File: src/miniCpuPkg.sv
`default_nettype none

package miniCpuPkg;

    localparam int DataWidth = 32;
    localparam int AddrWidth = 9;
    localparam int MemDepth  = 512;
    localparam int RegCount  = 16;

    // IR field positions
    localparam int OpcodeMsb = 31;
    localparam int OpcodeLsb = 27;
    localparam int RaMsb     = 26;
    localparam int RaLsb     = 23;
    localparam int RbMsb     = 22;
    localparam int RbLsb     = 19;
    localparam int RcMsb     = 18;
    localparam int RcLsb     = 15;
    localparam int ConstMsb  = 18; // C field is bits ConstMsb..0

    typedef logic [DataWidth-1:0] dataWordT;
    typedef logic [AddrWidth-1:0] memAddrT;
    typedef logic [3:0]           regIdxT;

    // ALU opcodes where unlisted codes give a zero result
    typedef enum logic [4:0] {
        Add = 5'd3,
        Sub = 5'd4,
        And = 5'd5,
        Or  = 5'd6,
        Shr = 5'd7,
        Shl = 5'd9,
        Mul = 5'd14,
        Neg = 5'd15,
        Not = 5'd16
    } aluOpT;

    // Z register halves with hi nonzero only after multiply
    typedef struct packed {
        dataWordT hi;
        dataWordT lo;
    } zPairT;

endpackage

`default_nettype wire

File: src/cpuCtrlIf.sv
`timescale 1ns/1ps
`default_nettype none

interface cpuCtrlIf;
    import miniCpuPkg::*;

    logic HIout, LOout, ZhiOut, ZloOut, PCout, MDRout, Cout, Rout, BAout; // Bus sources
    logic HIin, LOin, PCin, IRin, Yin, Zin, MARin, MDRin, Rin;          // Load strobes
    logic Gra, Grb, Grc;                                                // IR field selects
    logic IncPC;
    aluOpT opcode;
    logic MemRead, MemWrite;
    dataWordT busWord;                                                  // Shared bus

    modport drive (
        output HIout, LOout, ZhiOut, ZloOut, PCout, MDRout, Cout, Rout, BAout,
        output HIin, LOin, PCin, IRin, Yin, Zin, MARin, MDRin, Rin,
        output Gra, Grb, Grc, IncPC, opcode, MemRead, MemWrite,
        input  busWord
    );

    modport bank (
        input HIout, LOout, PCout, Rout, BAout,
        input HIin, LOin, PCin, IRin, Rin,
        input Gra, Grb, Grc, busWord
    );

    modport alu (input Yin, Zin, IRin, IncPC, opcode, busWord);

    modport mem (input MARin, MDRin, MemRead, MemWrite, busWord);

    modport comb (input ZhiOut, ZloOut, Cout, MDRout, output busWord);

endinterface

`default_nettype wire

File: src/aluUnit.sv
`timescale 1ns/1ps
`default_nettype none

module aluUnit (
    input  logic                 Clock,
    input  logic                 rstN,
    cpuCtrlIf.alu                ctrl,
    output miniCpuPkg::zPairT    zPair,
    output miniCpuPkg::dataWordT cSext
);
    import miniCpuPkg::*;

    dataWordT yReg;
    zPairT    zReg;
    dataWordT irCopy;   // Local IR copy for the C field
    zPairT    aluResult;
    dataWordT busIn;
    logic [4:0] shiftAmount;

    assign busIn       = ctrl.busWord;
    assign shiftAmount = busIn[4:0];

    always_comb begin
        aluResult = '0;
        if (ctrl.IncPC) begin
            aluResult.lo = busIn + 1'b1; // PC increment wins over opcode
        end else begin
            case (ctrl.opcode)
                Add: aluResult.lo = yReg + busIn;
                Sub: aluResult.lo = yReg - busIn;
                And: aluResult.lo = yReg & busIn;
                Or:  aluResult.lo = yReg | busIn;
                Shr: aluResult.lo = yReg >> shiftAmount; // Logical
                Shl: aluResult.lo = yReg << shiftAmount;
                Neg: aluResult.lo = -busIn;
                Not: aluResult.lo = ~busIn;
                Mul: begin
                    // Signed product spans both halves
                    {aluResult.hi, aluResult.lo} = $signed(yReg) * $signed(busIn);
                end
                default: aluResult = '0;
            endcase
        end
    end

    always_ff @(posedge Clock) begin
        if (!rstN) begin
            yReg   <= '0;
            zReg   <= '0;
            irCopy <= '0;
        end else begin
            if (ctrl.Yin) begin
                yReg <= busIn;
            end
            if (ctrl.Zin) begin
                zReg <= aluResult;
            end
            if (ctrl.IRin) begin
                irCopy <= busIn;
            end
        end
    end

    assign zPair = zReg;
    assign cSext = {{(DataWidth - ConstMsb - 1){irCopy[ConstMsb]}}, irCopy[ConstMsb:0]};

endmodule

`default_nettype wire

File: src/flat_wrapper.sv
// flat-port wrapper written by rule: the top's interface ports become plain ports
module aluUnit_flat import miniCpuPkg::*;
  (Clock, rstN, zPair, cSext, ctrl_Yin, ctrl_Zin, ctrl_IRin, ctrl_IncPC, ctrl_opcode, ctrl_busWord);
  cpuCtrlIf ctrl_i ();
  input  logic Clock;
  input  logic rstN;
  output miniCpuPkg::zPairT zPair;
  output miniCpuPkg::dataWordT cSext;
  input wire logic [$bits(ctrl_i.Yin)-1:0] ctrl_Yin;
  input wire logic [$bits(ctrl_i.Zin)-1:0] ctrl_Zin;
  input wire logic [$bits(ctrl_i.IRin)-1:0] ctrl_IRin;
  input wire logic [$bits(ctrl_i.IncPC)-1:0] ctrl_IncPC;
  input wire logic [$bits(ctrl_i.opcode)-1:0] ctrl_opcode;
  input wire logic [$bits(ctrl_i.busWord)-1:0] ctrl_busWord;
  assign ctrl_i.Yin = ctrl_Yin;
  assign ctrl_i.Zin = ctrl_Zin;
  assign ctrl_i.IRin = ctrl_IRin;
  assign ctrl_i.IncPC = ctrl_IncPC;
  assign ctrl_i.opcode = ctrl_opcode;
  assign ctrl_i.busWord = ctrl_busWord;
  aluUnit u_core (.Clock(Clock), .rstN(rstN), .ctrl(ctrl_i), .zPair(zPair), .cSext(cSext));
endmodule
File: config.mk
export PLATFORM = sky130hd
export DESIGN_NAME = aluUnit_flat
export DESIGN_NICKNAME = d
export VERILOG_FILES = /design/src/miniCpuPkg.sv /design/src/cpuCtrlIf.sv /design/src/aluUnit.sv /design/src/flat_wrapper.sv
export SDC_FILE = /design/constraint.sdc
export NUM_CORES = 2
export LEC_CHECK = 0
export BUFFER_PORTS_ARGS = -buffer_cell sky130_fd_sc_hd__buf_2
export CORE_MARGIN = 10
export CORE_UTILIZATION = 40
export CTS_CLUSTER_DIAMETER = 80
export DETAILED_ROUTE_END_ITERATION = 7
export PLACE_DENSITY = 0.6
export SLEW_MARGIN = 15
export SYNTH_ARGS = -nofsm -noshare
export SYNTH_HDL_FRONTEND = slang
export SYNTH_SLANG_ARGS = --single-unit
File: constraint.sdc
create_clock -name Clock -period 15.4 [get_ports Clock]
set_input_delay 1.54 -clock Clock [delete_from_list [all_inputs] [get_ports Clock]]
set_output_delay 1.54 -clock Clock [all_outputs]
set_load 0.01 [all_outputs]
* Word level (Yosys, flattened, before mapping)
Cells that the tools add are included.
Widths: inputs -> output; s select.
** Operators by class
- Add/subtract/negate cells :: 4
- $mul :: 1
- Equal/unequal tests :: 9
- Shift operators :: 2
- Muxes and demuxes :: 4
- Bitwise operators :: 3
** Operators with widths (count)
- $pmux 32 s9 :: 1
- $mux 32 :: 3
- $mul 32x32->64 :: 1
- $add 32x1->32 const B :: 1
- $add 32x32->32 :: 1
- $and 32x32->32 :: 1
- $neg 32->32 :: 1
- $not 32->32 :: 1
- $or 32x32->32 :: 1
- $shl 32x5->32 :: 1
- $shr 32x5->32 :: 1
- $sub 32x32->32 :: 1
- $eq 5x3->1 const B :: 4
- $eq 5x4->1 const B :: 3
- $eq 5x2->1 const B :: 1
- $eq 5x5->1 const B :: 1
** Word-level totals
- Bits in registers :: 115
- Bits of input ports :: 43
- Output and inout port bits :: 96

* Depth between registers and ports, before layout
- Depth in word-level cells :: 3
- Mapped depth :: 32

* Worst setup path after synthesis
No wires, ideal clock.
- Path kind :: input to register
- Start :: input ctrl_busWord[2]
- End :: register u_core.zReg (netlist bit u_core.zPair[60])
- Arrival time :: 10.120 ns
- Data required time :: 15.273 ns
- Slack :: 5.153 ns
- Stages :: 30
- Buffers on the path :: 5
- Cell sequence :: clkbuf_1 -> clkbuf_1 -> clkbuf_1 -> buf_1 -> clkbuf_1 -> nand2_1 -> inv_1 -> fa_1 -> fa_1 -> fa_1 -> fa_1 -> inv_1 -> fa_1 -> inv_1 -> fa_1 -> inv_1 -> fa_1 -> inv_1 -> fa_1 -> ha_1 -> a21o_1 -> a21o_1 -> a21o_1 -> a211oi_1 -> nand3_1 -> o21ai_1 -> o31ai_2 -> a21oi_1 -> nor4b_1 -> or3_1
** On the way
- Longest elaborated chain between the ends :: 3
** RTL lines
- start: declaration :: line flat_wrapper.sv:14 : input wire logic [$bits(ctrl_i.busWord)-1:0] ctrl_busWord;
- $mul 32x32->64 :: line aluUnit.sv:39 : {aluResult.hi, aluResult.lo} = $signed(yReg) * $signed(busIn);
- $mux 32 :: line aluUnit.sv:28 : case (ctrl.opcode)
- $mux 32 :: line aluUnit.sv:25 : if (ctrl.IncPC) begin
- end signal: assignment :: line aluUnit.sv:56 : zReg <= aluResult;
- end: declaration :: line aluUnit.sv:14 : zPairT zReg;
Every way passes these cells.
A chain may end at the register's enable or synchronous reset.

* Final worst setup path
- Start :: input ctrl_busWord[7]
- End :: register u_core.zReg (netlist bit u_core.zPair[60])
The elaborated chain is that of the path after synthesis.

==> impl_metrics.json <==
{
  "fill_cells": 12060,
  "tns_ns": 0,
  "fin_crit_sh_pct": 68.70,
  "drt_iter0_drc": 4577,
  "clkLatencyLatePin_ns": 0.54,
  "cts.path.max_buffers": 2,
  "track_usage_pct": 29.15,
  "crit_path_frequent_cell": "fa_1",
  "min_path_type": "reg2reg",
  "synthFlopType": "dfxtp_1",
  "drt_pass1_iterations": 6,
  "globalplace.congestion": 1.043,
  "netlist_instances": 5646,
  "crit_required_ns": 15.80,
  "syn_avg_cell_area_sq_um": 8.552,
  "ctsHoldBuffers": 0,
  "rsz0062_at_grt": "no",
  "routed_wl_mm": 196.1,
  "slew_headroom_pct": 15.08,
  "crit_fanout": 17,
  "syn_nets": 7055,
  "syn_to_final_growth_pct": 5.706,
  "rows": 127,
  "synth_warnings": 0,
  "final_util_pct": 42.54,
  "htree_num_levels": 4,
  "worst_path_largest_cell_delay_ns": 0.83,
  "worstPathArrival_ns": 10.98,
  "finalClockSkew_ns": 0.02846,
  "max_freq_mhz": 94.51,
  "hold_violations": 0,
  "dpl.hpwl_mm": 146.8,
  "grt_pass1_vias": 43680,
  "syn_area_sq_um": 48290,
  "synth_edf_count": 0,
  "antenna_found_initial": 15,
  "critPathCaptureType": "flop",
  "setup_viol": 0,
  "final_cell_mix": "fa_1 (1,084), inv_1 (1,011), nor2_1 (828)",
  "layout.nets": 6966,
  "numCtsBuffers": 17,
  "die_h_um": 367.4,
  "clk_pin_slew_ns": 0.06,
  "ant_nets": 0,
  "grt_pass1_wl_mm": 293.0,
  "vias": 41640,
  "cts_root_buffer": "clkbuf_16",
  "grt.overflow.total": 0,
  "fin_crit_ns": 10.58,
  "coreArea_sq_um": 120000,
  "grt_max_degree": 69,
  "drc": 0,
  "criticalPathCategory": "in2reg",
  "synthArstFlopShare_pct": 0,
  "cts_tree": "built",
  "cp_slowest_cell": "fa_1",
  "crit_path_start_kind": "input pin",
  "wl_per_cell_um": 27.28,
  "cts-resized-gates": 0,
  "maxCapViolCount": 0,
  "finalMaxSlewViolations": 0,
  "synth_seq_area_share_pct": 4.768,
  "worstMarginPinSlew_ns": 1.265,
  "port_buffers": 138,
  "postCtsSetupBuffers": 0,
  "drive_gt1_share_pct": 7.433,
  "die_area_sq_um": 135000,
  "start_util_pct": 40.25,
  "ys_types": 101,
  "clock_sinks": 115,
  "routed_via_density": 5.794,
  "final_common_cell": "fa_1",
  "status": "finished clean",
  "die_w_um": 367.4,
  "io_pins": 139,
  "synth-seq-cells": 115
}
-- cell usage after synthesis, types with 18 or more instances --
cell type | number | area share, %
nor3_1 | 50 | 0.52
nand3_1 | 49 | 0.51
xnor2_1 | 84 | 1.5
o21ai_0 | 151 | 1.6
buf_4 | 19 | 0.30
clkbuf_1 | 231 | 1.8
ha_1 | 282 | 7.3
a211oi_1 | 39 | 0.61
clkinv_1 | 26 | 0.20
buf_2 | 27 | 0.28
buf_1 | 92 | 0.72
nand2_1 | 600 | 4.7
inv_1 | 1014 | 7.9
o21ai_1 | 21 | 0.22
nor2b_1 | 24 | 0.31
o21a_1 | 19 | 0.30
a31oi_1 | 27 | 0.35
nand4_1 | 26 | 0.34
fa_1 | 1084 | 45
dfxtp_1 | 115 | 4.8
a21o_1 | 53 | 0.82
o221ai_1 | 18 | 0.33
and2_1 | 19 | 0.25
mux2i_1 | 108 | 2.2
and3_1 | 23 | 0.30
mux4_2 | 49 | 2.3
o22ai_1 | 32 | 0.41
nor2_1 | 831 | 6.5
a21oi_1 | 219 | 2.3
xor2_1 | 46 | 0.83
nand2b_1 | 22 | 0.29
-- path summary, 6_finish.rpt --
check / slack (ns) / depth (start not counted) / start / to
hold reg to reg: 0.44 / 2 / u_core.zPair[59] / u_core.zPair[59]
setup reg to reg: 5.77 / 25 / u_core.yReg[22] / u_core.zPair[60]
hold / removal: 0.44 / 2 / u_core.zPair[59] / u_core.zPair[59]
setup / recovery: 4.82 / 28 / ctrl_busWord[7] / u_core.zPair[60]
-- worst max-delay path: cells and delay by family --
family / cells / cell delay (ns)
buffers and inverters: 8 / 2.07
AND/OR/NAND/NOR: 4 / 1.14
adder cells (fa/ha/maj): 9 / 4.70
AO/OA/AOI/OAI: 7 / 1.47
-- layout make-up --
class | instances | area (sq um) | share of cell area [%]
timing repair buffer | 264 | 1642 | 3.216
sequential | 115 | 2316 | 4.538
antenna | 4 | 10.01 | 0.01961
multi-input combinational | 4112 | 40570 | 79.48
tap | 1612 | 2017 | 3.952
clock inverter | 14 | 117.6 | 0.2304
inverter | 1047 | 3930 | 7.700
clock buffer | 18 | 439.2 | 0.8604
-- registers in the layout, indices dropped and copies added, names as in the netlist --
| name | cells |
|---|---|
| u_core.zPair | 64 |
| u_core.yReg | 32 |
| u_core.irCopy | 19 |
-- per-layer routing --
layer | vias to the layer above | wire [um] | share of wire, % | global-route usage, %
li1 | 17320 | - | - | -
met4 | 16 | 15330 | 7.8 | 18.69
met1 | 21070 | 71880 | 37 | 36.32
met2 | 2560 | 85620 | 44 | 44.23
met5 | - | 119 | 0.061 | 0
met3 | 666 | 23090 | 12 | 8.143
-- metrics by stage --
stage	cell area, sq um	hold WS (ns)	instances	setup WS [ns]
floorplan	48290	0.4697	5646	5.153
global route	51030	0.4763	7182	4.392
detailed placement	50470	0.4374	7150	4.442
CTS	51020	0.4476	7182	5.019
global placement	50470	0.4327	7150	4.545
finish	51040	0.4446	7186	4.819
-- kinds of logic after synthesis --
logic type,Yosys count,share of synthesized area (%)
and+or+nand+nor,1715,14.72
xor gates and xnor gates,130,2.358
buffers and inverters,1419,11.28
AOI/OAI and AO/OA,738,9.953
adders and majority gates,1366,52.25
muxes,163,4.664
DFF,115,4.768
Power is not shown: default switching activity piles up to over one toggle a cycle in this logic, so the estimate is an artifact.
