--- src/miniCpuPkg.sv ---
`default_nettype none

package miniCpuPkg;

    localparam int DataWidth = 32;
    localparam int AddrWidth = 9;
    localparam int MemDepth  = 512;
    localparam int RegCount  = 16;

    // IR field positions
    localparam int OpcodeMsb = 31;
    localparam int OpcodeLsb = 27;
    localparam int RaMsb     = 26;
    localparam int RaLsb     = 23;
    localparam int RbMsb     = 22;
    localparam int RbLsb     = 19;
    localparam int RcMsb     = 18;
    localparam int RcLsb     = 15;
    localparam int ConstMsb  = 18; // C field is bits ConstMsb..0

    typedef logic [DataWidth-1:0] dataWordT;
    typedef logic [AddrWidth-1:0] memAddrT;
    typedef logic [3:0]           regIdxT;

    // ALU opcodes where unlisted codes give a zero result
    typedef enum logic [4:0] {
        Add = 5'd3,
        Sub = 5'd4,
        And = 5'd5,
        Or  = 5'd6,
        Shr = 5'd7,
        Shl = 5'd9,
        Mul = 5'd14,
        Neg = 5'd15,
        Not = 5'd16
    } aluOpT;

    // Z register halves with hi nonzero only after multiply
    typedef struct packed {
        dataWordT hi;
        dataWordT lo;
    } zPairT;

endpackage

`default_nettype wire

--- src/cpuCtrlIf.sv ---
`timescale 1ns/1ps
`default_nettype none

interface cpuCtrlIf;
    import miniCpuPkg::*;

    logic HIout, LOout, ZhiOut, ZloOut, PCout, MDRout, Cout, Rout, BAout; // Bus sources
    logic HIin, LOin, PCin, IRin, Yin, Zin, MARin, MDRin, Rin;          // Load strobes
    logic Gra, Grb, Grc;                                                // IR field selects
    logic IncPC;
    aluOpT opcode;
    logic MemRead, MemWrite;
    dataWordT busWord;                                                  // Shared bus

    modport drive (
        output HIout, LOout, ZhiOut, ZloOut, PCout, MDRout, Cout, Rout, BAout,
        output HIin, LOin, PCin, IRin, Yin, Zin, MARin, MDRin, Rin,
        output Gra, Grb, Grc, IncPC, opcode, MemRead, MemWrite,
        input  busWord
    );

    modport bank (
        input HIout, LOout, PCout, Rout, BAout,
        input HIin, LOin, PCin, IRin, Rin,
        input Gra, Grb, Grc, busWord
    );

    modport alu (input Yin, Zin, IRin, IncPC, opcode, busWord);

    modport mem (input MARin, MDRin, MemRead, MemWrite, busWord);

    modport comb (input ZhiOut, ZloOut, Cout, MDRout, output busWord);

endinterface

`default_nettype wire

--- src/busCombiner.sv ---
`timescale 1ns/1ps
`default_nettype none

module busCombiner (
    cpuCtrlIf.comb               ctrl,
    input  miniCpuPkg::dataWordT regSource,
    input  logic                 regSourceValid,
    input  miniCpuPkg::zPairT    zPair,
    input  miniCpuPkg::dataWordT cSext,
    input  miniCpuPkg::dataWordT mdrWord
);
    import miniCpuPkg::*;

    dataWordT zhiTerm;
    dataWordT zloTerm;
    dataWordT cTerm;
    dataWordT mdrTerm;
    dataWordT bankTerm;

    // One-hot AND-OR mux with a zero idle bus
    assign zhiTerm  = {DataWidth{ctrl.ZhiOut}}    & zPair.hi;
    assign zloTerm  = {DataWidth{ctrl.ZloOut}}    & zPair.lo;
    assign cTerm    = {DataWidth{ctrl.Cout}}      & cSext;
    assign mdrTerm  = {DataWidth{ctrl.MDRout}}    & mdrWord;
    assign bankTerm = {DataWidth{regSourceValid}} & regSource;

    assign ctrl.busWord = zhiTerm | zloTerm | cTerm | mdrTerm | bankTerm;

endmodule

`default_nettype wire

--- src/flat_wrapper.sv ---
// flat-port wrapper written by rule: the top's interface ports become plain ports
module busCombiner_flat import miniCpuPkg::*;
  (regSource, regSourceValid, zPair, cSext, mdrWord, ctrl_ZhiOut, ctrl_ZloOut, ctrl_Cout, ctrl_MDRout, ctrl_busWord);
  cpuCtrlIf ctrl_i ();
  input  miniCpuPkg::dataWordT regSource;
  input  logic regSourceValid;
  input  miniCpuPkg::zPairT zPair;
  input  miniCpuPkg::dataWordT cSext;
  input  miniCpuPkg::dataWordT mdrWord;
  input wire logic [$bits(ctrl_i.ZhiOut)-1:0] ctrl_ZhiOut;
  input wire logic [$bits(ctrl_i.ZloOut)-1:0] ctrl_ZloOut;
  input wire logic [$bits(ctrl_i.Cout)-1:0] ctrl_Cout;
  input wire logic [$bits(ctrl_i.MDRout)-1:0] ctrl_MDRout;
  output wire logic [$bits(ctrl_i.busWord)-1:0] ctrl_busWord;
  assign ctrl_i.ZhiOut = ctrl_ZhiOut;
  assign ctrl_i.ZloOut = ctrl_ZloOut;
  assign ctrl_i.Cout = ctrl_Cout;
  assign ctrl_i.MDRout = ctrl_MDRout;
  assign ctrl_busWord = ctrl_i.busWord;
  busCombiner u_core (.ctrl(ctrl_i), .regSource(regSource), .regSourceValid(regSourceValid), .zPair(zPair), .cSext(cSext), .mdrWord(mdrWord));
endmodule
--- config.mk ---
export PLATFORM = sky130hd
export DESIGN_NAME = busCombiner_flat
export DESIGN_NICKNAME = d
export VERILOG_FILES = /design/src/miniCpuPkg.sv /design/src/cpuCtrlIf.sv /design/src/busCombiner.sv /design/src/flat_wrapper.sv
export SDC_FILE = /design/constraint.sdc
export NUM_CORES = 1
export LEC_CHECK = 0
export ABC_CLOCK_PERIOD_IN_PS = 900
export BUFFER_PORTS_ARGS = -buffer_cell sky130_fd_sc_hd__clkbuf_2
export CORE_AREA = 2 2 76 78
export DETAILED_ROUTE_END_ITERATION = 8
export DIE_AREA = 0 0 78 80
export GPL_TIMING_DRIVEN = 0
export MAX_ROUTING_LAYER = met4
export PLACE_DENSITY = 0.62
export SETUP_SLACK_MARGIN = 0.1
export SYNTH_ARGS = -nofsm -noshare
export SYNTH_HDL_FRONTEND = slang
export SYNTH_SLANG_ARGS = --single-unit
export TNS_END_PERCENT = 1
--- constraint.sdc ---
create_clock -name vclk -period 0.9
set_clock_uncertainty 0.2 [all_clocks]
set_input_delay 0.18 -clock vclk [all_inputs]
set_output_delay 0.18 -clock vclk [all_outputs]
set_load 0.1 [all_outputs]
Yosys cells after proc, flatten, opt, wreduce, memory -nomap -nowiden
Index checks and enable logic that the tools add are counted.
{ "totals": {"romBits": 0, "wordCells": 9, "latchBits": 0, "input_bits": 165, "ramBits": 0, "output_inout_bits": 32, "memories": 0, "regBits": 0} }
{ "op_classes": {"n_lt_le_gt_ge": 0, "shifts": 0, "n_eq_ne": 0, "multipliers": 0, "n_bitwise": 9, "addsub": 0, "muxes": 0, "n_reduce_logical": 0, "n_div": 0} }
{ "op_table": {"columns": ["cell", "count"], "rows": [
  ["$and A32 B32 Y32", 5],
  ["$or A32 B32 Y32", 4]
]} }

Longest topological paths before layout
Gate-level depths: netlist (run 1).
{ "depth": {"word_depth": 5, "mapped_depth": 3, "ltp_nobuf": 2} }

Worst setup path before layout (run 1)
Ideal clock, no wire load.
{ "synth_path": {"kind": "input to output", "from": "in regSourceValid", "to": "out ctrl_busWord[10]", "arrival_time_ns": 1.205, "cell_stages": 3, "path_slack_ns": -0.685, "n_path_buf": 1, "t_required_ns": 0.520, "cell_sequence": "buf_4 -> a222oi_1 -> nand2_1"} }
{ "synth_via": {"elab_chain_cells": 2} }
{ "synth_rtl": {"columns": ["item", "line_no", "rtl"], "rows": [
  ["start: declaration", "flat_wrapper.sv:6", "input logic regSourceValid;"],
  ["$and A32 B32 Y32", "busCombiner.sv:25", "assign bankTerm = {DataWidth{regSourceValid}} & regSource;"],
  ["$or A32 B32 Y32", "busCombiner.sv:27", "assign ctrl.busWord = zhiTerm | zloTerm | cTerm | mdrTerm | bankTerm;"],
  ["end: declaration", "flat_wrapper.sv:14", "output wire logic [$bits(ctrl_i.busWord)-1:0] ctrl_busWord;"]
]} }
Every way passes these cells.

Worst setup path after layout (run 1)
{ "layout_path": {"from": "in ctrl_MDRout", "to": "out ctrl_busWord[27]"} }
{ "layout_via": {"elab_chain_cells": 3} }
{ "layout_rtl": {"columns": ["item", "line_no", "rtl"], "rows": [
  ["start: declaration", "flat_wrapper.sv:13", "input wire logic [$bits(ctrl_i.MDRout)-1:0] ctrl_MDRout;"],
  ["$and A32 B32 Y32", "busCombiner.sv:24", "assign mdrTerm = {DataWidth{ctrl.MDRout}} & mdrWord;"],
  ["$or A32 B32 Y32 (2 in series)", "busCombiner.sv:27", null]
]} }
Every way passes these cells.

==> flow_metrics.py, run 1 <==
metrics = {
    "place": {
        "detailed_place.area_um2": 2100,
        "port-buffer-count": 197,
        "hpwl_dp_mm": 4.67,
        "dp_worst_setup_slack_ns": -0.947,
        "gpl_congestion": 0.791,
    },
    "power_and_ir_drop": {
        "seqPwrFrac_pct": 0,
        "power.leakage_nw": 1.61,
        "total_power_w": 0.00251,
        "share_of_total_power_consumed_by_net_switching_pct": 57.9,
        "p_comb_share_pct": 100.0,
        "p_int_w": 0.00106,
        "power.share.clock_pct": 0,
        "power.ir.vdd_worst_uv": 525,
        "switching_power_w": 0.00145,
        "power.density_cell_area_nw_per_um2": 882,
    },
    "final_layout": {
        "num_antenna_cells": 0,
        "final_cell_area_um2": 2850,
        "layout.area.seq_um2": 0,
        "clock_buffer_count": 0,
        "multiInputGateArea_um2": 916,
        "nFillCells": 504,
        "layout-drive-gt1-share_pct": 79.6,
        "sequential_cell_total": 0,
        "layout.nets": 480,
        "area_grow_syn2layout_pct": 262,
    },
    "timing": {
        "grt_setup_unrepaired": "true",
        "clock.fmax_mhz": 605,
        "layout_setup_ws_ns": -0.754,
        "final_cycle_utilization_of_the_critical_path_pct": 184,
        "final_hold_viol_count": 0,
        "layout_min_cycle_time_ns": 1.65,
        "finalSetupViolCount": 32,
        "fin_worst_hold_slack_ns": 0.578,
        "drv_slew": 0,
        "max_slew_margin_pct": 65.5,
        "timing_worst_slew_pin_value_ns": 0.518,
    },
    "logic_synthesis": {
        "synth-seq-area-share_pct": 0,
        "synthDistinctLibCells": 6,
        "netlist_instances": 111,
        "synth.top_cells.by_area": "sky130_fd_sc_hd__a222oi_1 41%, sky130_fd_sc_hd__a22oi_1 31%, sky130_fd_sc_hd__nand2_1 15%",
        "synthDominantAreaCellType": "sky130_fd_sc_hd__a222oi_1",
        "synthTopCellsByCount": "32 x sky130_fd_sc_hd__a222oi_1, 32 x sky130_fd_sc_hd__a22oi_1, 32 x sky130_fd_sc_hd__nand2_1",
        "ys.warnings.count": 0,
        "synth_largest_type_area_fraction_pct": 40.8,
        "mean_cell_area_of_the_mapped_netlist_um2": 7.08,
        "mappedNetlistNets": 276,
        "synth.cell_area_um2": 786,
    },
    "floorplanning": {
        "initial_utilization_pct": 14.5,
        "die-height_um": 80,
        "die_area_um2": 6240,
        "dieWidth_um": 78,
        "num_io_pins": 197,
        "placement_rows": 27,
        "fp.coreArea_um2": 5410,
    },
    "setup_path": {
        "critical_path_arrival_ns": 1.27,
        "critPathCaptureType": "output port",
        "critPathLaunchType": "input pin",
        "worst-path-max-fanout": 7,
        "timing.critical_path.cells": "clkbuf_16 > buf_8 > a222oi_1 > nand2_4 > clkbuf_16",
        "crit_top_cell": "sky130_fd_sc_hd__clkbuf_16",
        "critical_path_required_ns": 0.52,
        "timing.critical_path.slowest_cell_delay_ns": 0.52,
        "critPathBufInv": 3,
        "critPathTopFamily": "compound AO/OA/AOI/OAI gates",
        "critical_path_class": "input pin to output port",
        "timing.critical_path.slowest_stage_cell": "sky130_fd_sc_hd__a222oi_1",
    },
    "drt": {
        "drt-wirelength-per-cell_um": 16.7,
        "route.final.wire_length_mm": 6.42,
        "via_per_inst": 5.10,
        "dr.pass1.iters": 4,
        "1st_iter_drt_viols": 157,
        "postRouteAntennaNets": 0,
        "route.detailed.drc": 0,
        "via_count": 1962,
    },
    "global_routing": {
        "first_global_vias": 2000,
        "grt_use_total_pct": 19.3,
        "pin_count_of_the_biggest_net_entering_global_routing": 11,
        "antenna_violations_before_repair": 0,
        "grt.overflow.total": 0,
        "global_route_wire_length_before_repair_mm": 9.65,
    },
    "status": {
        "status": "finished, violations left",
        "violations": "setup timing",
    },
    "min_path": {
        "timing.hold.worst.class": "input pin to output port",
    },
    "clock_tree": {
        "cts_hold_buf": 0,
    },
    "flow_run": {
        "max_cap_violations": 0,
    },
}
-- per-layer routing --
metal / global-route usage (%) / vias up / share of wire [%]
li1: - / 917 / -
met1: 20.4 / 896 / 35
met2: 39.2 / 143 / 54
met3: 2.60 / 6 / 9.6
met4: 1.93 / 0 / 0.83
met5: - / - / 0
-- cells by family (layout without fill, tap and decap cells) --
kind of cell | after synthesis | count (layout) | share of synthesized area (%)
buffers and inverters | 15 | 217 | 13.4
AOI/OAI and AO/OA | 64 | 64 | 71.3
and+or+nand+nor | 32 | 32 | 15.3
-- power by group through the flow --
stage                     registers, W  logic (W)  clock network [W]
final                                0    0.00251                  0
after global routing                 0    0.00262                  0
after CTS                            0    0.00247                  0
after detailed placement             0    0.00195                  0
after global placement               0    0.00194                  0
after floorplan                      0    0.00140                  0
-- worst min-delay path: stages --
cell and delay, ns:
sky130_fd_sc_hd__clkbuf_2 0.07, sky130_fd_sc_hd__a22oi_1 0.08, sky130_fd_sc_hd__nand2_4 0.07, sky130_fd_sc_hd__clkbuf_16 0.19
-- timing repair --
item                                    in CTS  in global routing
gates resized for setup                    106                 13
endpoints found under the setup margin      32                 32
buffers inserted                             0                  1
gates cloned                                 2                  2
pin swaps                                   60                 27
-- layout make-up --
| cell class | count | area share, % |
|---|---|---|
| Tap cell | 72 | 3.16 |
| Buffer | 15 | 5.32 |
| Multi-Input combinational cell | 96 | 32.2 |
| Timing Repair Buffer | 202 | 59.4 |
-- final timing paths --
kind,from,to,depth (start not counted)
worst max-delay path,ctrl_MDRout,ctrl_busWord[27],5
worst min-delay path,cSext[10],ctrl_busWord[10],4
-- per-stage QoR --
stage / util (%) / setup TNS (ns) / cells
6_report: 52.7 / -22.26 / 385
5_1_grt: 52.7 / -24.07 / 385
4_1_cts: 51.4 / -22.24 / 382
3_5_place_dp: 38.8 / -28.36 / 380
3_3_place_gp: 38.8 / -27.71 / 380
2_1_floorplan: - / -15.55 / 111
-- layout by cell type, fill, tap and decap left out --
cell,instances
sky130_fd_sc_hd__a22oi_1,32
sky130_fd_sc_hd__buf_2,8
sky130_fd_sc_hd__nand2_4,31
sky130_fd_sc_hd__clkbuf_2,162
sky130_fd_sc_hd__clkbuf_16,32
sky130_fd_sc_hd__clkbuf_8,2
sky130_fd_sc_hd__buf_8,4
sky130_fd_sc_hd__nand2_2,1
sky130_fd_sc_hd__buf_6,6
sky130_fd_sc_hd__buf_4,2
sky130_fd_sc_hd__buf_12,1
sky130_fd_sc_hd__a222oi_1,32
(Power assumes the default switching activity.)
==> inputs of run 2 (changes only) <==
ABC_CLOCK_PERIOD_IN_PS = 1700   (was 900)
CORE_AREA = 2 2 75 77   (was 2 2 76 78)
DIE_AREA = 0 0 77 79   (was 0 0 78 80)
SKIP_LAST_GASP = 1   (was not set)
TNS_END_PERCENT = 5   (was 1)
clock period = 1.7 ns   (was 0.9 ns; I/O delays follow)
==> flow_metrics.py, run 2 (synthesis gave the netlist of run 1 again) <==
metrics = {
    "timing": {
        "max_slew_margin_pct": 63.7,
        "final_hold_viol_count": 0,
        "layout_min_cycle_time_ns": 1.95,
        "grt_setup_unrepaired": "true",
        "fin_worst_hold_slack_ns": 0.881,
        "layout_setup_ws_ns": -0.255,
        "final_cycle_utilization_of_the_critical_path_pct": 115,
        "drv_slew": 0,
        "finalSetupViolCount": 32,
        "clock.fmax_mhz": 512,
        "fin_setup_tns_ns": -6.96,
        "timing_worst_slew_pin_value_ns": 0.546,
    },
    "status": {
        "status": "finished, violations left",
        "violations": "setup timing",
    },
    "setup_path": {
        "critical_path_class": "input pin to output port",
        "worst-path-max-fanout": 10,
        "critPathLaunchType": "input pin",
        "critPathBufInv": 3,
        "timing.critical_path.cells": "clkbuf_16 > buf_8 > a222oi_1 > nand2_4 > clkbuf_16",
        "critPathCaptureType": "output port",
        "timing.critical_path.slowest_cell_delay_ns": 0.50,
        "critical_path_required_ns": 1.16,
        "critical_path_arrival_ns": 1.41,
        "timing.critical_path.slowest_stage_cell": "sky130_fd_sc_hd__a222oi_1",
        "critPathTopFamily": "compound AO/OA/AOI/OAI gates",
        "critical_path.startpoint": "ctrl_MDRout",
        "crit_top_cell": "sky130_fd_sc_hd__clkbuf_16",
    },
    "place": {
        "placed_cells_incl_taps": 380,
        "hpwl_dp_mm": 4.63,
        "port-buffer-count": 197,
        "gpl_congestion": 0.782,
    },
    "floorplanning": {
        "die_area_um2": 6080,
        "placement_rows": 27,
        "initial_utilization_pct": 14.7,
        "num_io_pins": 197,
        "die-height_um": 79,
        "dieWidth_um": 77,
        "fp.coreArea_um2": 5340,
    },
    "power_and_ir_drop": {
        "p_int_w": 0.000455,
        "power.share.clock_pct": 0,
        "power.ir.vdd_worst_uv": 257,
        "total_power_w": 0.00121,
        "power.leakage_nw": 1.44,
        "seqPwrFrac_pct": 0,
        "switching_power_w": 0.000751,
        "power.density_cell_area_nw_per_um2": 477,
        "share_of_total_power_consumed_by_net_switching_pct": 62.3,
        "p_comb_share_pct": 100.0,
    },
    "drt": {
        "1st_iter_drt_viols": 174,
        "dr.pass1.iters": 8,
        "drt-wirelength-per-cell_um": 16.2,
        "route.detailed.drc": 0,
        "via_count": 1959,
        "postRouteAntennaNets": 0,
        "via_per_inst": 5.10,
        "route.final.wire_length_mm": 6.23,
    },
    "global_routing": {
        "grt_use_total_pct": 19.4,
        "global_route_wire_length_before_repair_mm": 9.65,
        "pin_count_of_the_biggest_net_entering_global_routing": 11,
        "first_global_vias": 2108,
        "antenna_violations_before_repair": 0,
        "grt.overflow.total": 0,
    },
    "final_layout": {
        "nFillCells": 522,
        "layout.cells.most_common": "sky130_fd_sc_hd__clkbuf_2",
        "layout.area.seq_um2": 0,
        "clock_buffer_count": 0,
        "multiInputGateArea_um2": 916,
        "sequential_cell_total": 0,
        "layout-drive-gt1-share_pct": 79.5,
        "area_grow_syn2layout_pct": 222,
        "layout.cells.most_common_list": "164 x sky130_fd_sc_hd__clkbuf_2, 32 x sky130_fd_sc_hd__a222oi_1, 32 x sky130_fd_sc_hd__a22oi_1",
        "num_antenna_cells": 0,
        "finish.cell_count_without_fillers": 384,
        "layout.nets": 479,
    },
    "min_path": {
        "timing.hold.worst.class": "input pin to output port",
        "worst_hold_startpoint": "cSext[19]",
    },
    "flow_run": {
        "max_cap_violations": 0,
    },
}
## run 2: changes by cell type in the layout (fill, tap and decap cells not counted)
cell,previous run,this run
sky130_fd_sc_hd__clkbuf_2,162,164
sky130_fd_sc_hd__clkbuf_8,2,16
sky130_fd_sc_hd__buf_8,4,8
sky130_fd_sc_hd__clkbuf_16,32,7
sky130_fd_sc_hd__buf_2,8,10
sky130_fd_sc_hd__buf_6,6,4
sky130_fd_sc_hd__buf_4,2,4
sky130_fd_sc_hd__buf_12,1,3
## run 2: layout make-up
cell class                      instances  share of cell area [%]
Timing Repair Buffer                  201                    55.4
Multi-Input combinational cell         96                    36.2
Buffer                                 15                    4.75
Tap cell                               72                    3.56
## run 2: layer usage
layer,up-vias,track usage [%],share of wire [%]
met5,-,-,0
met4,0,3.21,1.4
met3,6,2.50,9.1
met2,135,37.6,52
met1,904,21.5,38
li1,914,-,-
## run 2: power groups by stage
stage / Sequential [W] / Clock [W] / Combinational (W)
floorplan: 0 / 0 / 0.000742
global placement: 0 / 0 / 0.00103
detailed placement: 0 / 0 / 0.00103
CTS: 0 / 0 / 0.00119
global route: 0 / 0 / 0.00126
finish: 0 / 0 / 0.00121
## run 2: timing repair
action	in CTS	in global routing
pin swaps	34	15
gates resized for setup	78	14
buffers inserted	0	0
cloned	4	0
setup endpoints to repair	32	32
hold buffers	0	0
## run 2: through the flow
step	setup WS, ns	utilization [%]	instance area (um^2)
4_1_cts	-0.256	46.8	2500
2_1_floorplan	-0.00909	-	1020
6_report	-0.255	47.4	2530
3_5_place_dp	-0.437	39.3	2100
3_3_place_gp	-0.438	39.3	2100
5_1_grt	-0.286	47.4	2530
## run 2: path summary, 6_finish.rpt
kind,depth (start not counted),slack (ns),endpoint
worst max-delay path,5,-0.25,ctrl_busWord[5]
worst min-delay path,4,0.88,ctrl_busWord[19]
