File: config.mk
export PLATFORM = sky130hd
export DESIGN_NAME = regBank_flat
export DESIGN_NICKNAME = d
export VERILOG_FILES = /design/src/miniCpuPkg.sv /design/src/cpuCtrlIf.sv /design/src/regBank.sv /design/src/flat_wrapper.sv
export SDC_FILE = /design/constraint.sdc
export NUM_CORES = 1
export LEC_CHECK = 0
export BUFFER_PORTS_ARGS = -buffer_cell sky130_fd_sc_hd__buf_2
export CAP_MARGIN = 5
export CORE_UTILIZATION = 56
export CTS_CLUSTER_DIAMETER = 30
export CTS_CLUSTER_SIZE = 28
export DETAILED_ROUTE_END_ITERATION = 6
export GPL_TIMING_DRIVEN = 1
export HOLD_SLACK_MARGIN = 0.03
export PLACE_DENSITY_LB_ADDON = 0.05
export SETUP_SLACK_MARGIN = 0.05
export SLEW_MARGIN = 20
export SYNTH_ARGS = -nofsm -noshare
export SYNTH_HDL_FRONTEND = slang
export SYNTH_SLANG_ARGS = --single-unit
File: constraint.sdc
create_clock -name Clock -period 4.15 [get_ports Clock]
set_input_delay 0.6225 -clock Clock [delete_from_list [all_inputs] [get_ports Clock]]
set_output_delay 0.6225 -clock Clock [all_outputs]
set_load 0.01 [all_outputs]
File: src/miniCpuPkg.sv
`default_nettype none

package miniCpuPkg;

    localparam int DataWidth = 32;
    localparam int AddrWidth = 9;
    localparam int MemDepth  = 512;
    localparam int RegCount  = 16;

    // IR field positions
    localparam int OpcodeMsb = 31;
    localparam int OpcodeLsb = 27;
    localparam int RaMsb     = 26;
    localparam int RaLsb     = 23;
    localparam int RbMsb     = 22;
    localparam int RbLsb     = 19;
    localparam int RcMsb     = 18;
    localparam int RcLsb     = 15;
    localparam int ConstMsb  = 18; // C field is bits ConstMsb..0

    typedef logic [DataWidth-1:0] dataWordT;
    typedef logic [AddrWidth-1:0] memAddrT;
    typedef logic [3:0]           regIdxT;

    // ALU opcodes where unlisted codes give a zero result
    typedef enum logic [4:0] {
        Add = 5'd3,
        Sub = 5'd4,
        And = 5'd5,
        Or  = 5'd6,
        Shr = 5'd7,
        Shl = 5'd9,
        Mul = 5'd14,
        Neg = 5'd15,
        Not = 5'd16
    } aluOpT;

    // Z register halves with hi nonzero only after multiply
    typedef struct packed {
        dataWordT hi;
        dataWordT lo;
    } zPairT;

endpackage

`default_nettype wire

File: src/cpuCtrlIf.sv
`timescale 1ns/1ps
`default_nettype none

interface cpuCtrlIf;
    import miniCpuPkg::*;

    logic HIout, LOout, ZhiOut, ZloOut, PCout, MDRout, Cout, Rout, BAout; // Bus sources
    logic HIin, LOin, PCin, IRin, Yin, Zin, MARin, MDRin, Rin;          // Load strobes
    logic Gra, Grb, Grc;                                                // IR field selects
    logic IncPC;
    aluOpT opcode;
    logic MemRead, MemWrite;
    dataWordT busWord;                                                  // Shared bus

    modport drive (
        output HIout, LOout, ZhiOut, ZloOut, PCout, MDRout, Cout, Rout, BAout,
        output HIin, LOin, PCin, IRin, Yin, Zin, MARin, MDRin, Rin,
        output Gra, Grb, Grc, IncPC, opcode, MemRead, MemWrite,
        input  busWord
    );

    modport bank (
        input HIout, LOout, PCout, Rout, BAout,
        input HIin, LOin, PCin, IRin, Rin,
        input Gra, Grb, Grc, busWord
    );

    modport alu (input Yin, Zin, IRin, IncPC, opcode, busWord);

    modport mem (input MARin, MDRin, MemRead, MemWrite, busWord);

    modport comb (input ZhiOut, ZloOut, Cout, MDRout, output busWord);

endinterface

`default_nettype wire

File: src/regBank.sv
`timescale 1ns/1ps
`default_nettype none

module regBank (
    input  logic                 Clock,
    input  logic                 rstN,
    cpuCtrlIf.bank               ctrl,
    output miniCpuPkg::dataWordT regSource,
    output logic                 regSourceValid
);
    import miniCpuPkg::*;

    dataWordT regFile [RegCount];
    dataWordT pcReg;
    dataWordT irReg;
    dataWordT hiReg;
    dataWordT loReg;

    regIdxT   raField;
    regIdxT   rbField;
    regIdxT   rcField;
    regIdxT   selIdx;
    dataWordT selWord;
    logic     regDrive;

    assign raField = irReg[RaMsb:RaLsb];
    assign rbField = irReg[RbMsb:RbLsb];
    assign rcField = irReg[RcMsb:RcLsb];

    // Register number from the IR field picked by Gra, Grb or Grc
    assign selIdx = ({4{ctrl.Gra}} & raField)
                  | ({4{ctrl.Grb}} & rbField)
                  | ({4{ctrl.Grc}} & rcField);

    // r0 reads as zero under BAout
    always_comb begin
        if (ctrl.BAout && selIdx == '0) begin
            selWord = '0;
        end else begin
            selWord = regFile[selIdx];
        end
    end

    assign regDrive = ctrl.Rout | ctrl.BAout;

    assign regSource = ({DataWidth{regDrive}}   & selWord)
                     | ({DataWidth{ctrl.PCout}} & pcReg)
                     | ({DataWidth{ctrl.HIout}} & hiReg)
                     | ({DataWidth{ctrl.LOout}} & loReg);

    assign regSourceValid = regDrive | ctrl.PCout | ctrl.HIout | ctrl.LOout;

    always_ff @(posedge Clock) begin
        if (!rstN) begin
            for (int i = 0; i < RegCount; i++) begin
                regFile[i] <= '0;
            end
            pcReg <= '0;
            irReg <= '0;
            hiReg <= '0;
            loReg <= '0;
        end else begin
            if (ctrl.Rin) begin
                regFile[selIdx] <= ctrl.busWord; // Destination from IR field
            end
            if (ctrl.PCin) begin
                pcReg <= ctrl.busWord;
            end
            if (ctrl.IRin) begin
                irReg <= ctrl.busWord;
            end
            if (ctrl.HIin) begin
                hiReg <= ctrl.busWord;
            end
            if (ctrl.LOin) begin
                loReg <= ctrl.busWord;
            end
        end
    end

endmodule

`default_nettype wire

File: src/flat_wrapper.sv
// flat-port wrapper written by rule: the top's interface ports become plain ports
module regBank_flat import miniCpuPkg::*;
  (Clock, rstN, regSource, regSourceValid, ctrl_HIout, ctrl_LOout, ctrl_PCout, ctrl_Rout, ctrl_BAout, ctrl_HIin, ctrl_LOin, ctrl_PCin, ctrl_IRin, ctrl_Rin, ctrl_Gra, ctrl_Grb, ctrl_Grc, ctrl_busWord);
  cpuCtrlIf ctrl_i ();
  input  logic Clock;
  input  logic rstN;
  output miniCpuPkg::dataWordT regSource;
  output logic regSourceValid;
  input wire logic [$bits(ctrl_i.HIout)-1:0] ctrl_HIout;
  input wire logic [$bits(ctrl_i.LOout)-1:0] ctrl_LOout;
  input wire logic [$bits(ctrl_i.PCout)-1:0] ctrl_PCout;
  input wire logic [$bits(ctrl_i.Rout)-1:0] ctrl_Rout;
  input wire logic [$bits(ctrl_i.BAout)-1:0] ctrl_BAout;
  input wire logic [$bits(ctrl_i.HIin)-1:0] ctrl_HIin;
  input wire logic [$bits(ctrl_i.LOin)-1:0] ctrl_LOin;
  input wire logic [$bits(ctrl_i.PCin)-1:0] ctrl_PCin;
  input wire logic [$bits(ctrl_i.IRin)-1:0] ctrl_IRin;
  input wire logic [$bits(ctrl_i.Rin)-1:0] ctrl_Rin;
  input wire logic [$bits(ctrl_i.Gra)-1:0] ctrl_Gra;
  input wire logic [$bits(ctrl_i.Grb)-1:0] ctrl_Grb;
  input wire logic [$bits(ctrl_i.Grc)-1:0] ctrl_Grc;
  input wire logic [$bits(ctrl_i.busWord)-1:0] ctrl_busWord;
  assign ctrl_i.HIout = ctrl_HIout;
  assign ctrl_i.LOout = ctrl_LOout;
  assign ctrl_i.PCout = ctrl_PCout;
  assign ctrl_i.Rout = ctrl_Rout;
  assign ctrl_i.BAout = ctrl_BAout;
  assign ctrl_i.HIin = ctrl_HIin;
  assign ctrl_i.LOin = ctrl_LOin;
  assign ctrl_i.PCin = ctrl_PCin;
  assign ctrl_i.IRin = ctrl_IRin;
  assign ctrl_i.Rin = ctrl_Rin;
  assign ctrl_i.Gra = ctrl_Gra;
  assign ctrl_i.Grb = ctrl_Grb;
  assign ctrl_i.Grc = ctrl_Grc;
  assign ctrl_i.busWord = ctrl_busWord;
  regBank u_core (.Clock(Clock), .rstN(rstN), .ctrl(ctrl_i), .regSource(regSource), .regSourceValid(regSourceValid));
endmodule
# Word-level counts from Yosys, hierarchy flattened

Memory sizes are Yosys's and may differ from the RTL's.
Index checks and enable logic that the tools add are counted.

Register bits after elaboration: 123
Bits in latches: 0
RAM bits: 512
Memory bits (read-only): 0
Input bits: 47
Output and inout bits: 33
Word-level logic and storage cells: 32
Memories kept: 1

Memory list:

| memory         | depth | bits a word | rd ports | clocked after Yosys merged registers in | wr ports | RTL line      | text |
|---|---|---|---|---|---|---|---|
| u_core.regFile | 16    | 32          | 1        | 0                                       | 16       | regBank.sv:13 | `dataWordT regFile [RegCount];` |

Add/subtract/negate cells: 0
Multiply operators: 0
Div/mod/pow operators: 0
$lt $le $gt $ge: 0
Equal/unequal tests: 0
Shift operators: 0
Multiplexer cells: 8
Bitwise gates (word level): 16
Reduce and logical (&&, ||, !) cells: 3

Operator list:

| operator            | count |
|---|---|
| $and A32 B32 Y32    | 4 |
| $or A32 B32 Y32     | 3 |
| $mux W32            | 2 |
| $reduce_or A32 Y1   | 1 |
| $and A4 B4 Y4       | 3 |
| $or A4 B4 Y4        | 2 |
| $mux W1             | 5 |
| $logic_not A4 Y1    | 1 |
| $mux W4             | 1 |
| $or A1 B1 Y1        | 4 |
| $logic_and A1 B1 Y1 | 1 |

# Logic depth before layout (Yosys ltp)

Gate-level depths: netlist (run 1).

Depth after elaboration: 10
Gate-level depth with buffers: 9
Gate-level depth less buffers: 5

# Worst setup path before layout (run 1)

Ideal clock, no wire load.

Path type: input -> register
Start: input ctrl_Grb
End: memory u_core.regFile[6][0] (netlist name), enable pin
Setup time: 0.466 ns
Arrival time: 3.933 ns
Data required time: 3.684 ns
Setup slack: -0.248 ns
Stages on the path: 3
Buffers on the path: 0
Cells stage by stage: a222oi_1 or2b_4 o21ai_0

RTL lines:

| what        | RTL line           | text |
|---|---|---|
| from (decl) | flat_wrapper.sv:20 | `input wire logic [$bits(ctrl_i.Grb)-1:0] ctrl_Grb;` |
| to (decl)   | regBank.sv:13      |  |

# Worst setup path after layout (run 1)

Start: register u_core.irReg[19]
End: output regSource[25]

Longest elaborated chain between the ends: 10
Elaborated cells between the ends (all ways): 11
Classes of those cells: mux (1); bitwise (7); reduce/logical (2); memory (1)

RTL lines:

| what                                                                    | RTL line          | text |
|---|---|---|
| from (decl)                                                             | regBank.sv:15     | `dataWordT irReg;` |
| from (signal assigned)                                                  | regBank.sv:70     | `irReg <= ctrl.busWord;` |
| $and A4 B4 Y4 (*)                                                       | regBank.sv:32     | `\| ({4{ctrl.Grb}} & rbField)` |
| $or A4 B4 Y4 (*)                                                        | regBank.sv:32     |  |
| $or A4 B4 Y4 (*)                                                        | regBank.sv:33     | `\| ({4{ctrl.Grc}} & rcField);` |
| parallel branches: the longest is 2 deep, another holds $mem_v2 Z16 W32 | n/a               |  |
| $mux W32 (*)                                                            | regBank.sv:37     | `if (ctrl.BAout && selIdx == '0) begin` |
| $and A32 B32 Y32 (*)                                                    | regBank.sv:46     | `assign regSource = ({DataWidth{regDrive}} & selWord)` |
| $or A32 B32 Y32 (*)                                                     | regBank.sv:47     | `\| ({DataWidth{ctrl.PCout}} & pcReg)` |
| $or A32 B32 Y32 (*)                                                     | regBank.sv:48     | `\| ({DataWidth{ctrl.HIout}} & hiReg)` |
| $or A32 B32 Y32 (*)                                                     | regBank.sv:49     | `\| ({DataWidth{ctrl.LOout}} & loReg);` |
| to (decl)                                                               | flat_wrapper.sv:7 | `output miniCpuPkg::dataWordT regSource;` |

Every way passes the cells marked *.

==> results.py, run 1 <==
metrics = {
    "logic_synthesis": {
        "netlist_area_sq_um": 28300,
        "async_flop_share_pct": 0,
        "yosysSeqAreaShare_pct": 61.9,
        "ys.flop_type": "edfxtp_1",
        "ys_warn_count": 0,
        "synth_common_cells": "and2_1 (512), edfxtp_1 (512), mux2i_1 (300)",
        "synth.distinct_cells": 36,
        "syn_inst": 2263,
        "synth_top_cell_area_share_pct": 54.3,
        "yosysTopAreaCell": "edfxtp_1",
        "syn-num-nets": 2310,
        "synth-seq-cells": 620,
        "ys_top_cells_by_area": "edfxtp_1 (54%), and2_1 (11%), mux2i_1 (11%), dfxtp_1 (7.6%), nor2b_1 (2.4%)",
        "synth_enable_flop_cells": 512,
        "syn_area_per_cell_sq_um": 12.5,
    },
    "outcome": {
        "status": "complete, no violations",
    },
    "clocking": {
        "root_buffer": "clkbuf_16",
        "cts_tree": "yes",
        "clk_latency_ns": 0.70,
        "clockBufferDepth": 3,
        "cts.sinks": 620,
        "clkTransAtPathRegs_ns": 0.04,
        "cts-buffers-inserted": 136,
        "htree_num_levels": 4,
    },
    "setup_path": {
        "crit_required_ns": 3.53,
        "cp-start-kind": "flop",
        "slowest_stage": "a222oi_1",
        "crit_buf_inv": 3,
        "crit_type": "reg -> out",
        "critical-path-top-delay-family": "compound AO/OA/AOI/OAI gates",
        "cp_cell_sequence": "a222oi_1, buf_12, or4b_1, buf_4, o22ai_1, nor2_1, o211ai_1, buf_2",
        "cp-end-kind": "output port",
        "worstPathArrival_ns": 3.32,
        "worstPathMaxFanout": 18,
        "critical-path-max-stage-delay_ns": 0.51,
    },
    "grt": {
        "grt_use_total_pct": 34.1,
        "first_global_vias": 18735,
        "grt_pass1_wl_mm": 124,
        "grt-ovfl-total": 0,
        "grt_max_degree": 106,
        "antenna_found_initial": 4,
    },
    "layout": {
        "fillers": 3576,
        "drive_gt1_share_pct": 17.3,
        "nNetsFinal": 2392,
        "regArea_sq_um": 17500,
        "final_area_sq_um": 34300,
        "multi_input_area_sq_um": 9900,
        "areaGrowthSynthToFinish_pct": 21.3,
    },
    "drt": {
        "finalWirelength_mm": 85.2,
        "first_pass_iters": 7,
        "drtIter0Drc": 1954,
        "antenna_left": 0,
        "post_drt_wl_per_cell_um": 27.2,
        "drc_errors": 0,
        "vias_per_cell": 6.01,
        "via_count": 18841,
    },
    "sta": {
        "slew_violations": 0,
        "hold_viol_final": 0,
        "post-route-period-util_pct": 94.9,
        "setup_slack_ns": 0.210,
        "fmax_mhz": 254,
        "fin_skew_ns": 0.0165,
        "period_needed_ns": 3.94,
        "rsz0062_at_grt": "no",
        "worstMarginPinSlew_ns": 1.05,
        "final-setup-viol-count": 0,
        "slew_headroom_pct": 30.2,
    },
    "pwr": {
        "p_leak_nw": 14.1,
        "power_density_nw_per_um2": 568,
        "ir_drop_mv": 0.434,
    },
    "die": {
        "core_area_sq_um": 50000,
        "initial_core_util_pct": 56.7,
        "ioPinCount": 80,
        "die-area_sq_um": 51500,
        "rows": 82,
        "die_height_um": 227,
        "fp.dieW_um": 227,
    },
    "placement": {
        "gp_congestion": 0.898,
        "place_worst_setup_slack_ns": 0.366,
        "portBuffers": 79,
        "dp_hpwl_mm": 51.0,
        "dpl_cell_area_sq_um": 29700,
    },
    "job": {
        "maxCapViolations": 0,
    },
    "min_path": {
        "hold_path_class": "in -> reg",
    },
}
==> worst min-delay path: stages <==
cell,delay (ns)
buf_2,0.19
mux2i_1,0.16
nor2b_1,0.06
==> per-stage QoR <==
step / power, mW / std cells / hold slack (ns) / TNS (ns) / util (%)
floorplan: 8.16 / 2263 / 0.481 / -24.77 / -
global placement: 8.77 / 2877 / 0.495 / 0 / 59.3
detailed placement: 8.81 / 2877 / 0.503 / 0 / 59.3
CTS: 19.6 / 3128 / 0.353 / 0 / 68.6
global route: 20.0 / 3131 / 0.391 / 0 / 68.7
finish: 19.5 / 3133 / 0.396 / 0 / 68.7
==> worst paths after layout <==
kind / startpoint / endpoint / slack [ns] / cells after the start
setup / recovery: u_core.irReg[19]$_SDFFE_PN0P_ / regSource[25] / 0.21 / 8
hold / removal: ctrl_busWord[14] / u_core.hiReg[14]$_SDFFE_PN0P_ / 0.40 / 3
setup reg to reg: u_core.irReg[19]$_SDFFE_PN0P_ / u_core.regFile[7][30]$_SDFFCE_PN0P_ / 0.89 / 6
hold reg to reg: u_core.pcReg[12]$_SDFFE_PN0P_ / u_core.pcReg[12]$_SDFFE_PN0P_ / 0.52 / 2
==> cell type report <==
type | count | area share (%)
tap | 672 | 2.45
inverter | 32 | 0.350
clock buffer | 176 | 11.0
timing repair buffer | 176 | 3.77
clock inverter | 75 | 2.50
multi-input combinational | 1379 | 28.8
sequential | 620 | 51.1
antenna | 3 | 0.0219
==> logic make-up (layout without fill, tap and decap cells) <==
group / count (synthesis) / count (layout) / share of synthesized area, %
and+or+nand+nor: 787 / 787 / 16.5
DFF: 620 / 620 / 61.9
muxes: 300 / 300 / 10.6
AOI/OAI and AO/OA: 292 / 292 / 7.09
buffers and inverters: 264 / 459 / 3.83
other: 0 / 3 / 0
==> cell usage in the layout, fill, tap and decap left out, types with 3 or more instances in the layout <==
master	netlist	layout
and2_1	512	512
edfxtp_1	512	512
mux2i_1	300	300
clkbuf_16	0	144
nor2b_1	108	108
dfxtp_1	108	108
buf_4	4	85
buf_2	45	78
nand2_1	71	71
a21oi_1	64	64
a222oi_1	36	36
nand2b_1	33	33
inv_1	32	32
o21ai_0	48	32
a221oi_1	32	32
a31oi_1	32	32
o22ai_1	30	30
clkbuf_1	150	27
clkinv_2	0	21
nand3_1	17	17
o22a_1	17	17
o2111ai_1	17	17
nor2_1	29	16
nor2_2	4	16
o21ai_4	0	16
bufinv_16	0	16
o211ai_1	15	15
inv_6	0	12
clkinv_1	0	11
buf_12	0	10
clkinvlp_4	0	8
clkbuf_8	0	5
clkinv_4	0	5
diode_2	0	3
==> registers in the layout (all words and copies together), names as in the netlist <==
name            flops
u_core.pcReg       32
u_core.regFile    512
u_core.loReg       32
u_core.hiReg       32
u_core.irReg       12
==> layer usage <==
metal / global-route usage, % / share of wire (%)
met1: 43.4 / 40
met3: 7.11 / 7.6
met5: 0 / 0.014
met2: 55.7 / 48
met4: 16.1 / 4.2
==> where the power goes <==
| group | switching [mW] | total (mW) | internal [mW] | leakage (nW) |
|---|---|---|---|---|
| Sequential | 0.0997 | 7.14 | 7.04 | 6.16 |
| Combinational | 1.06 | 1.59 | 0.535 | 5.71 |
| Clock | 3.40 | 10.8 | 7.38 | 2.26 |
| Total | 4.55 | 19.5 | 15.0 | 14.1 |
==> repair_timing <==
item | 4_1_cts | 5_1_grt
hold buffers | 0 | 0
gates resized for setup | 0 | 2
setup buffers | 0 | 1
setup endpoints to repair | 0 | 13
No activity file was read; power rests on OpenSTA's default activity.
==> run 2: changes to the inputs <==
Settings changed: BUFFER_PORTS_ARGS -buffer_cell sky130_fd_sc_hd__buf_2 to -buffer_cell sky130_fd_sc_hd__buf_4.
==> results.py, run 2 (same netlist as run 1, synthesis figures left out) <==
metrics = {
    "clocking": {
        "root_buffer": "clkbuf_16",
        "cts-buffers-inserted": 133,
        "clkTransAtPathRegs_ns": 0.04,
        "clockBufferDepth": 3,
        "cts.sinks": 620,
        "cts_tree": "yes",
        "hold_buffers": 0,
        "htree_num_levels": 4,
        "clk_latency_ns": 0.71,
    },
    "grt": {
        "grt_pass1_wl_mm": 122,
        "antenna_found_initial": 4,
        "grt_max_degree": 112,
        "first_global_vias": 18738,
        "grt_use_total_pct": 33.4,
        "grt-ovfl-total": 0,
    },
    "placement": {
        "gp_congestion": 0.849,
        "portBuffers": 79,
        "dp_hpwl_mm": 49.9,
        "dpl_cell_area_sq_um": 29900,
        "place_inst": 2874,
    },
    "layout": {
        "drive_gt1_share_pct": 17.1,
        "fin_util_pct": 68.6,
        "antenna-diode-count": 0,
        "final_area_sq_um": 34300,
        "largest_register_ffs": 512,
        "layout_common_cells": "and2_1 (512), edfxtp_1 (512), mux2i_1 (300), buf_4 (156), clkbuf_16 (143)",
        "fillers": 3563,
        "areaGrowthSynthToFinish_pct": 21.1,
        "final_cells": 3116,
        "nNetsFinal": 2386,
        "multi_input_area_sq_um": 9900,
        "regArea_sq_um": 17500,
        "top_register": "u_core.regFile",
    },
    "min_path": {
        "hold_path_class": "in -> reg",
        "hp-start": "ctrl_busWord[31]",
    },
    "sta": {
        "period_needed_ns": 3.98,
        "hold_viol_final": 0,
        "rsz0062_at_grt": "no",
        "fin_skew_ns": 0.0190,
        "fin_hold_ws_ns": 0.340,
        "final-setup-viol-count": 0,
        "post-route-period-util_pct": 95.9,
        "worstMarginPinSlew_ns": 1.16,
        "slew_violations": 0,
        "slew_headroom_pct": 22.3,
        "fmax_mhz": 251,
    },
    "setup_path": {
        "cp_cell_sequence": "a222oi_1, buf_12, buf_12, buf_16, a21oi_1, a221oi_1, a31oi_1, o2111ai_1, buf_4",
        "cp_common_cell": "buf_12",
        "critPathLaunch": "u_core.irReg[19]$_SDFFE_PN0P_",
        "crit_type": "reg -> out",
        "cp-start-kind": "flop",
        "critical-path-max-stage-delay_ns": 0.49,
        "crit_required_ns": 3.53,
        "slowest_stage": "a222oi_1",
        "worstPathMaxFanout": 57,
        "cp-end-kind": "output port",
        "rr_startpoint": "u_core.irReg[23]$_SDFFE_PN0P_",
        "worstPathArrival_ns": 3.36,
    },
    "drt": {
        "vias_per_cell": 6.00,
        "post_drt_wl_per_cell_um": 26.8,
        "finalWirelength_mm": 83.6,
        "drtIter0Drc": 2070,
        "antenna_left": 0,
        "first_pass_iters": 7,
        "via_count": 18704,
        "drc_errors": 0,
    },
    "die": {
        "fp.dieW_um": 227,
        "initial_core_util_pct": 56.7,
        "core_area_sq_um": 50000,
        "rows": 82,
        "ioPinCount": 80,
        "die_height_um": 227,
        "die-area_sq_um": 51500,
    },
    "outcome": {
        "status": "complete, no violations",
    },
    "pwr": {
        "ir_drop_mv": 0.332,
        "power_density_nw_per_um2": 554,
        "p_leak_nw": 14.1,
    },
    "job": {
        "maxCapViolations": 0,
    },
}
[run 2: critical path, delay by kind of cell, from the launching register on]
kind / cells / cell delay, ns
flops: 1 / 0.33
compound gates: 5 / 1.33
buf+inv: 4 / 0.93
[run 2: timing repair]
item / CTS / global route
resized for setup: 0 / 4
setup buffers: 2 / 0
endpoints found under the setup margin: 1 / 5
pin swaps: 0 / 2
[run 2: final cells by class]
cell class,count,share of cell area (%)
Clock buffer,170,10.9
Multi-Input combinational cell,1379,28.9
Clock inverter,70,1.88
Sequential cell,620,51.1
Timing Repair Buffer,173,4.35
Tap cell,672,2.45
Inverter,32,0.350
[run 2: worst paths after layout]
path	endpoint	slack, ns	cells after the start
max	regSource[4]	0.17	9
max reg2reg	u_core.regFile[3][13]$_SDFFCE_PN0P_	0.88	6
min reg2reg	u_core.hiReg[0]$_SDFFE_PN0P_	0.51	2
min	u_core.hiReg[31]$_SDFFE_PN0P_	0.34	3
[run 2: power by group]
| group | switching, mW | total [mW] | internal (mW) |
|---|---|---|---|
| logic | 1.06 | 1.65 | 0.587 |
| registers | 0.0984 | 7.13 | 7.04 |
| clock network | 3.30 | 10.2 | 6.89 |
| total | 4.46 | 19.0 | 14.5 |
[run 2: per-layer routing]
metal / share of wire [%] / GRT usage, % / vias up
li1: - / - / 8290
met1: 40 / 42.8 / 9336
met2: 48 / 53.9 / 890
met3: 8.3 / 7.83 / 188
met4: 3.9 / 14.9 / 0
met5: 0 / 0 / -
[run 2: through the flow]
step / setup slack [ns] / total power, mW / setup TNS [ns]
floorplan: -0.238 / 8.16 / -24.77
global placement: 0.347 / 8.83 / 0
detailed placement: 0.313 / 8.86 / 0
CTS: 0.107 / 19.0 / 0
global route: 0.0524 / 19.5 / 0
finish: 0.170 / 19.0 / 0
==> run 3: changes to the inputs <==
Settings changed: CORE_ASPECT_RATIO from default to 0.5.
==> results.py, run 3 (same netlist as run 1, synthesis figures left out) <==
metrics = {
    "die": {
        "die_height_um": 161,
        "rows": 57,
        "fp.dieW_um": 320,
        "ioPinCount": 80,
        "initial_core_util_pct": 57.5,
        "core_area_sq_um": 49200,
        "die-area_sq_um": 51500,
    },
    "drt": {
        "post_drt_wl_per_cell_um": 27.3,
        "finalWirelength_mm": 81.9,
        "drtIter0Drc": 2184,
        "via_count": 18385,
        "vias_per_cell": 6.12,
        "drc_errors": 0,
        "first_pass_iters": 6,
        "antenna_left": 0,
    },
    "layout": {
        "layout_common_cells": "and2_1 (512), edfxtp_1 (512), mux2i_1 (300), buf_4 (145)",
        "final_area_sq_um": 32800,
        "areaGrowthSynthToFinish_pct": 15.8,
        "largest_register_ffs": 512,
        "top_register": "u_core.regFile",
        "nNetsFinal": 2331,
        "final_cells": 3005,
        "drive_gt1_share_pct": 14.5,
    },
    "sta": {
        "rsz0062_at_grt": "yes",
        "slew_headroom_pct": 38.7,
        "fin_hold_ws_ns": 0.414,
        "fin_skew_ns": 0.0224,
        "worstMarginPinSlew_ns": 0.916,
        "post-route-period-util_pct": 95.7,
        "setup_tns_ns": 0,
        "period_needed_ns": 3.97,
        "fmax_mhz": 252,
        "slew_violations": 0,
        "final-setup-viol-count": 0,
        "hold_viol_final": 0,
    },
    "placement": {
        "gp_congestion": 0.833,
        "portBuffers": 79,
        "dpl_cell_area_sq_um": 29900,
        "dp_hpwl_mm": 49.4,
        "place_inst": 2846,
    },
    "grt": {
        "grt_pass1_wl_mm": 118,
        "grt_use_total_pct": 32.0,
        "first_global_vias": 17405,
        "grt-ovfl-total": 0,
        "antenna_found_initial": 4,
        "grt_max_degree": 74,
    },
    "setup_path": {
        "cp-start-kind": "flop",
        "cp_cell_sequence": "a222oi_1, buf_12, buf_12, buf_12, mux2i_1, a221oi_1, a31oi_1, o211ai_1, buf_4",
        "reg2regPathDepth": 9,
        "cp_common_cell": "buf_12",
        "crit_type": "reg -> out",
        "rr_startpoint": "u_core.irReg[20]$_SDFFE_PN0P_",
        "critPathLaunch": "u_core.irReg[19]$_SDFFE_PN0P_",
        "worstReg2RegEnd": "u_core.regFile[4][6]$_SDFFCE_PN0P_",
        "worstPathArrival_ns": 3.35,
        "slowest_stage": "a222oi_1",
        "worstPathMaxFanout": 45,
        "rrSetupSlack_ns": 0.90,
        "cp-end-kind": "output port",
        "crit_required_ns": 3.53,
        "critical-path-max-stage-delay_ns": 0.46,
        "crit_end": "regSource[9]",
    },
    "clocking": {
        "cts-buffers-inserted": 81,
        "cts_resized": 0,
        "clockBufferDepth": 3,
        "hold_buffers": 0,
        "cts_tree": "yes",
        "htree_num_levels": 3,
        "clkTransAtPathRegs_ns": 0.06,
        "root_buffer": "clkbuf_16",
        "clk_latency_ns": 0.62,
        "cts.sinks": 620,
    },
    "pwr": {
        "total_power_mw": 15.9,
        "p_leak_nw": 13.3,
        "ir_drop_mv": 0.302,
        "power_density_nw_per_um2": 485,
    },
    "min_path": {
        "hold_path_class": "in -> reg",
        "min_path_cells": 3,
    },
    "job": {
        "maxCapViolations": 0,
    },
    "outcome": {
        "status": "complete, no violations",
    },
}
==> run 3: changes by cell type in the layout (fill, tap and decap cells not counted), moves of 6 or more <==
| cell | previous run | this run |
|---|---|---|
| clkbuf_16 | 143 | 88 |
| clkinv_2 | 23 | 6 |
| buf_4 | 156 | 145 |
| buf_12 | 13 | 23 |
| clkbuf_1 | 20 | 11 |
| clkinv_1 | 12 | 3 |
| clkbuf_8 | 7 | 1 |
| inv_6 | 5 | 11 |
| nor2_2 | 16 | 10 |
| nor2_4 | 1 | 7 |
==> run 3: layout make-up <==
class                           count  area (sq um)
Multi-Input combinational cell   1379          9930
Tap cell                          649           812
Clock inverter                     50           505
Clock buffer                      100          2260
Timing Repair Buffer              170          1600
Fill cell                        3575         16400
Antenna cell                        5          12.5
Sequential cell                   620         17500
Inverter                           32           120
==> run 3: what timing repair did <==
action,CTS,global route
hold endpoints to repair,0,0
endpoints found under the setup margin,0,8
buffers inserted,0,1
==> run 3: worst max-delay path, delay by kind of cell (launching register included) <==
family	cells	cell delay, ns
AO/OA/AOI/OAI	4	1.09
buffers and inverters	4	1.00
flip-flops	1	0.33
multiplexers	1	0.22
==> run 3: metrics by stage <==
step                      setup WS (ns)  util, %
after floorplan                  -0.238        -
after global routing             0.0470     66.6
after CTS                         0.144     66.4
final                             0.180     66.6
after detailed placement          0.335     60.8
after global placement            0.388     60.8
==> run 3: worst min-delay path by stage <==
stage	from	to	slack, ns
final	ctrl_busWord[0]	u_core.hiReg[0]$_SDFFE_PN0P_	0.41
after global routing	ctrl_busWord[0]	u_core.regFile[11][0]$_SDFFCE_PN0P_	0.43
after CTS	ctrl_busWord[0]	u_core.hiReg[0]$_SDFFE_PN0P_	0.40
after detailed placement	u_core.pcReg[22]$_SDFFE_PN0P_	u_core.pcReg[22]$_SDFFE_PN0P_	0.50
after global placement	u_core.pcReg[20]$_SDFFE_PN0P_	u_core.pcReg[20]$_SDFFE_PN0P_	0.50
after floorplan	u_core.irReg[20]$_SDFFE_PN0P_	u_core.irReg[20]$_SDFFE_PN0P_	0.48
==> run 3: metal layers <==
metal / global-route usage (%) / vias up / part of all wire [%]
met5: 0 / - / 0.015
met4: 8.59 / 2 / 2.1
met3: 8.58 / 121 / 11
met2: 44.9 / 871 / 42
met1: 49.0 / 9236 / 46
li1: - / 8155 / -
==> run 3: power breakdown <==
| group | leakage [nW] | internal [mW] | total [mW] | switching, mW |
|---|---|---|---|---|
| clock network | 1.32 | 4.26 | 7.10 | 2.84 |
| logic | 5.78 | 0.593 | 1.68 | 1.09 |
| registers | 6.16 | 7.01 | 7.10 | 0.0920 |
| total | 13.3 | 11.9 | 15.9 | 4.03 |
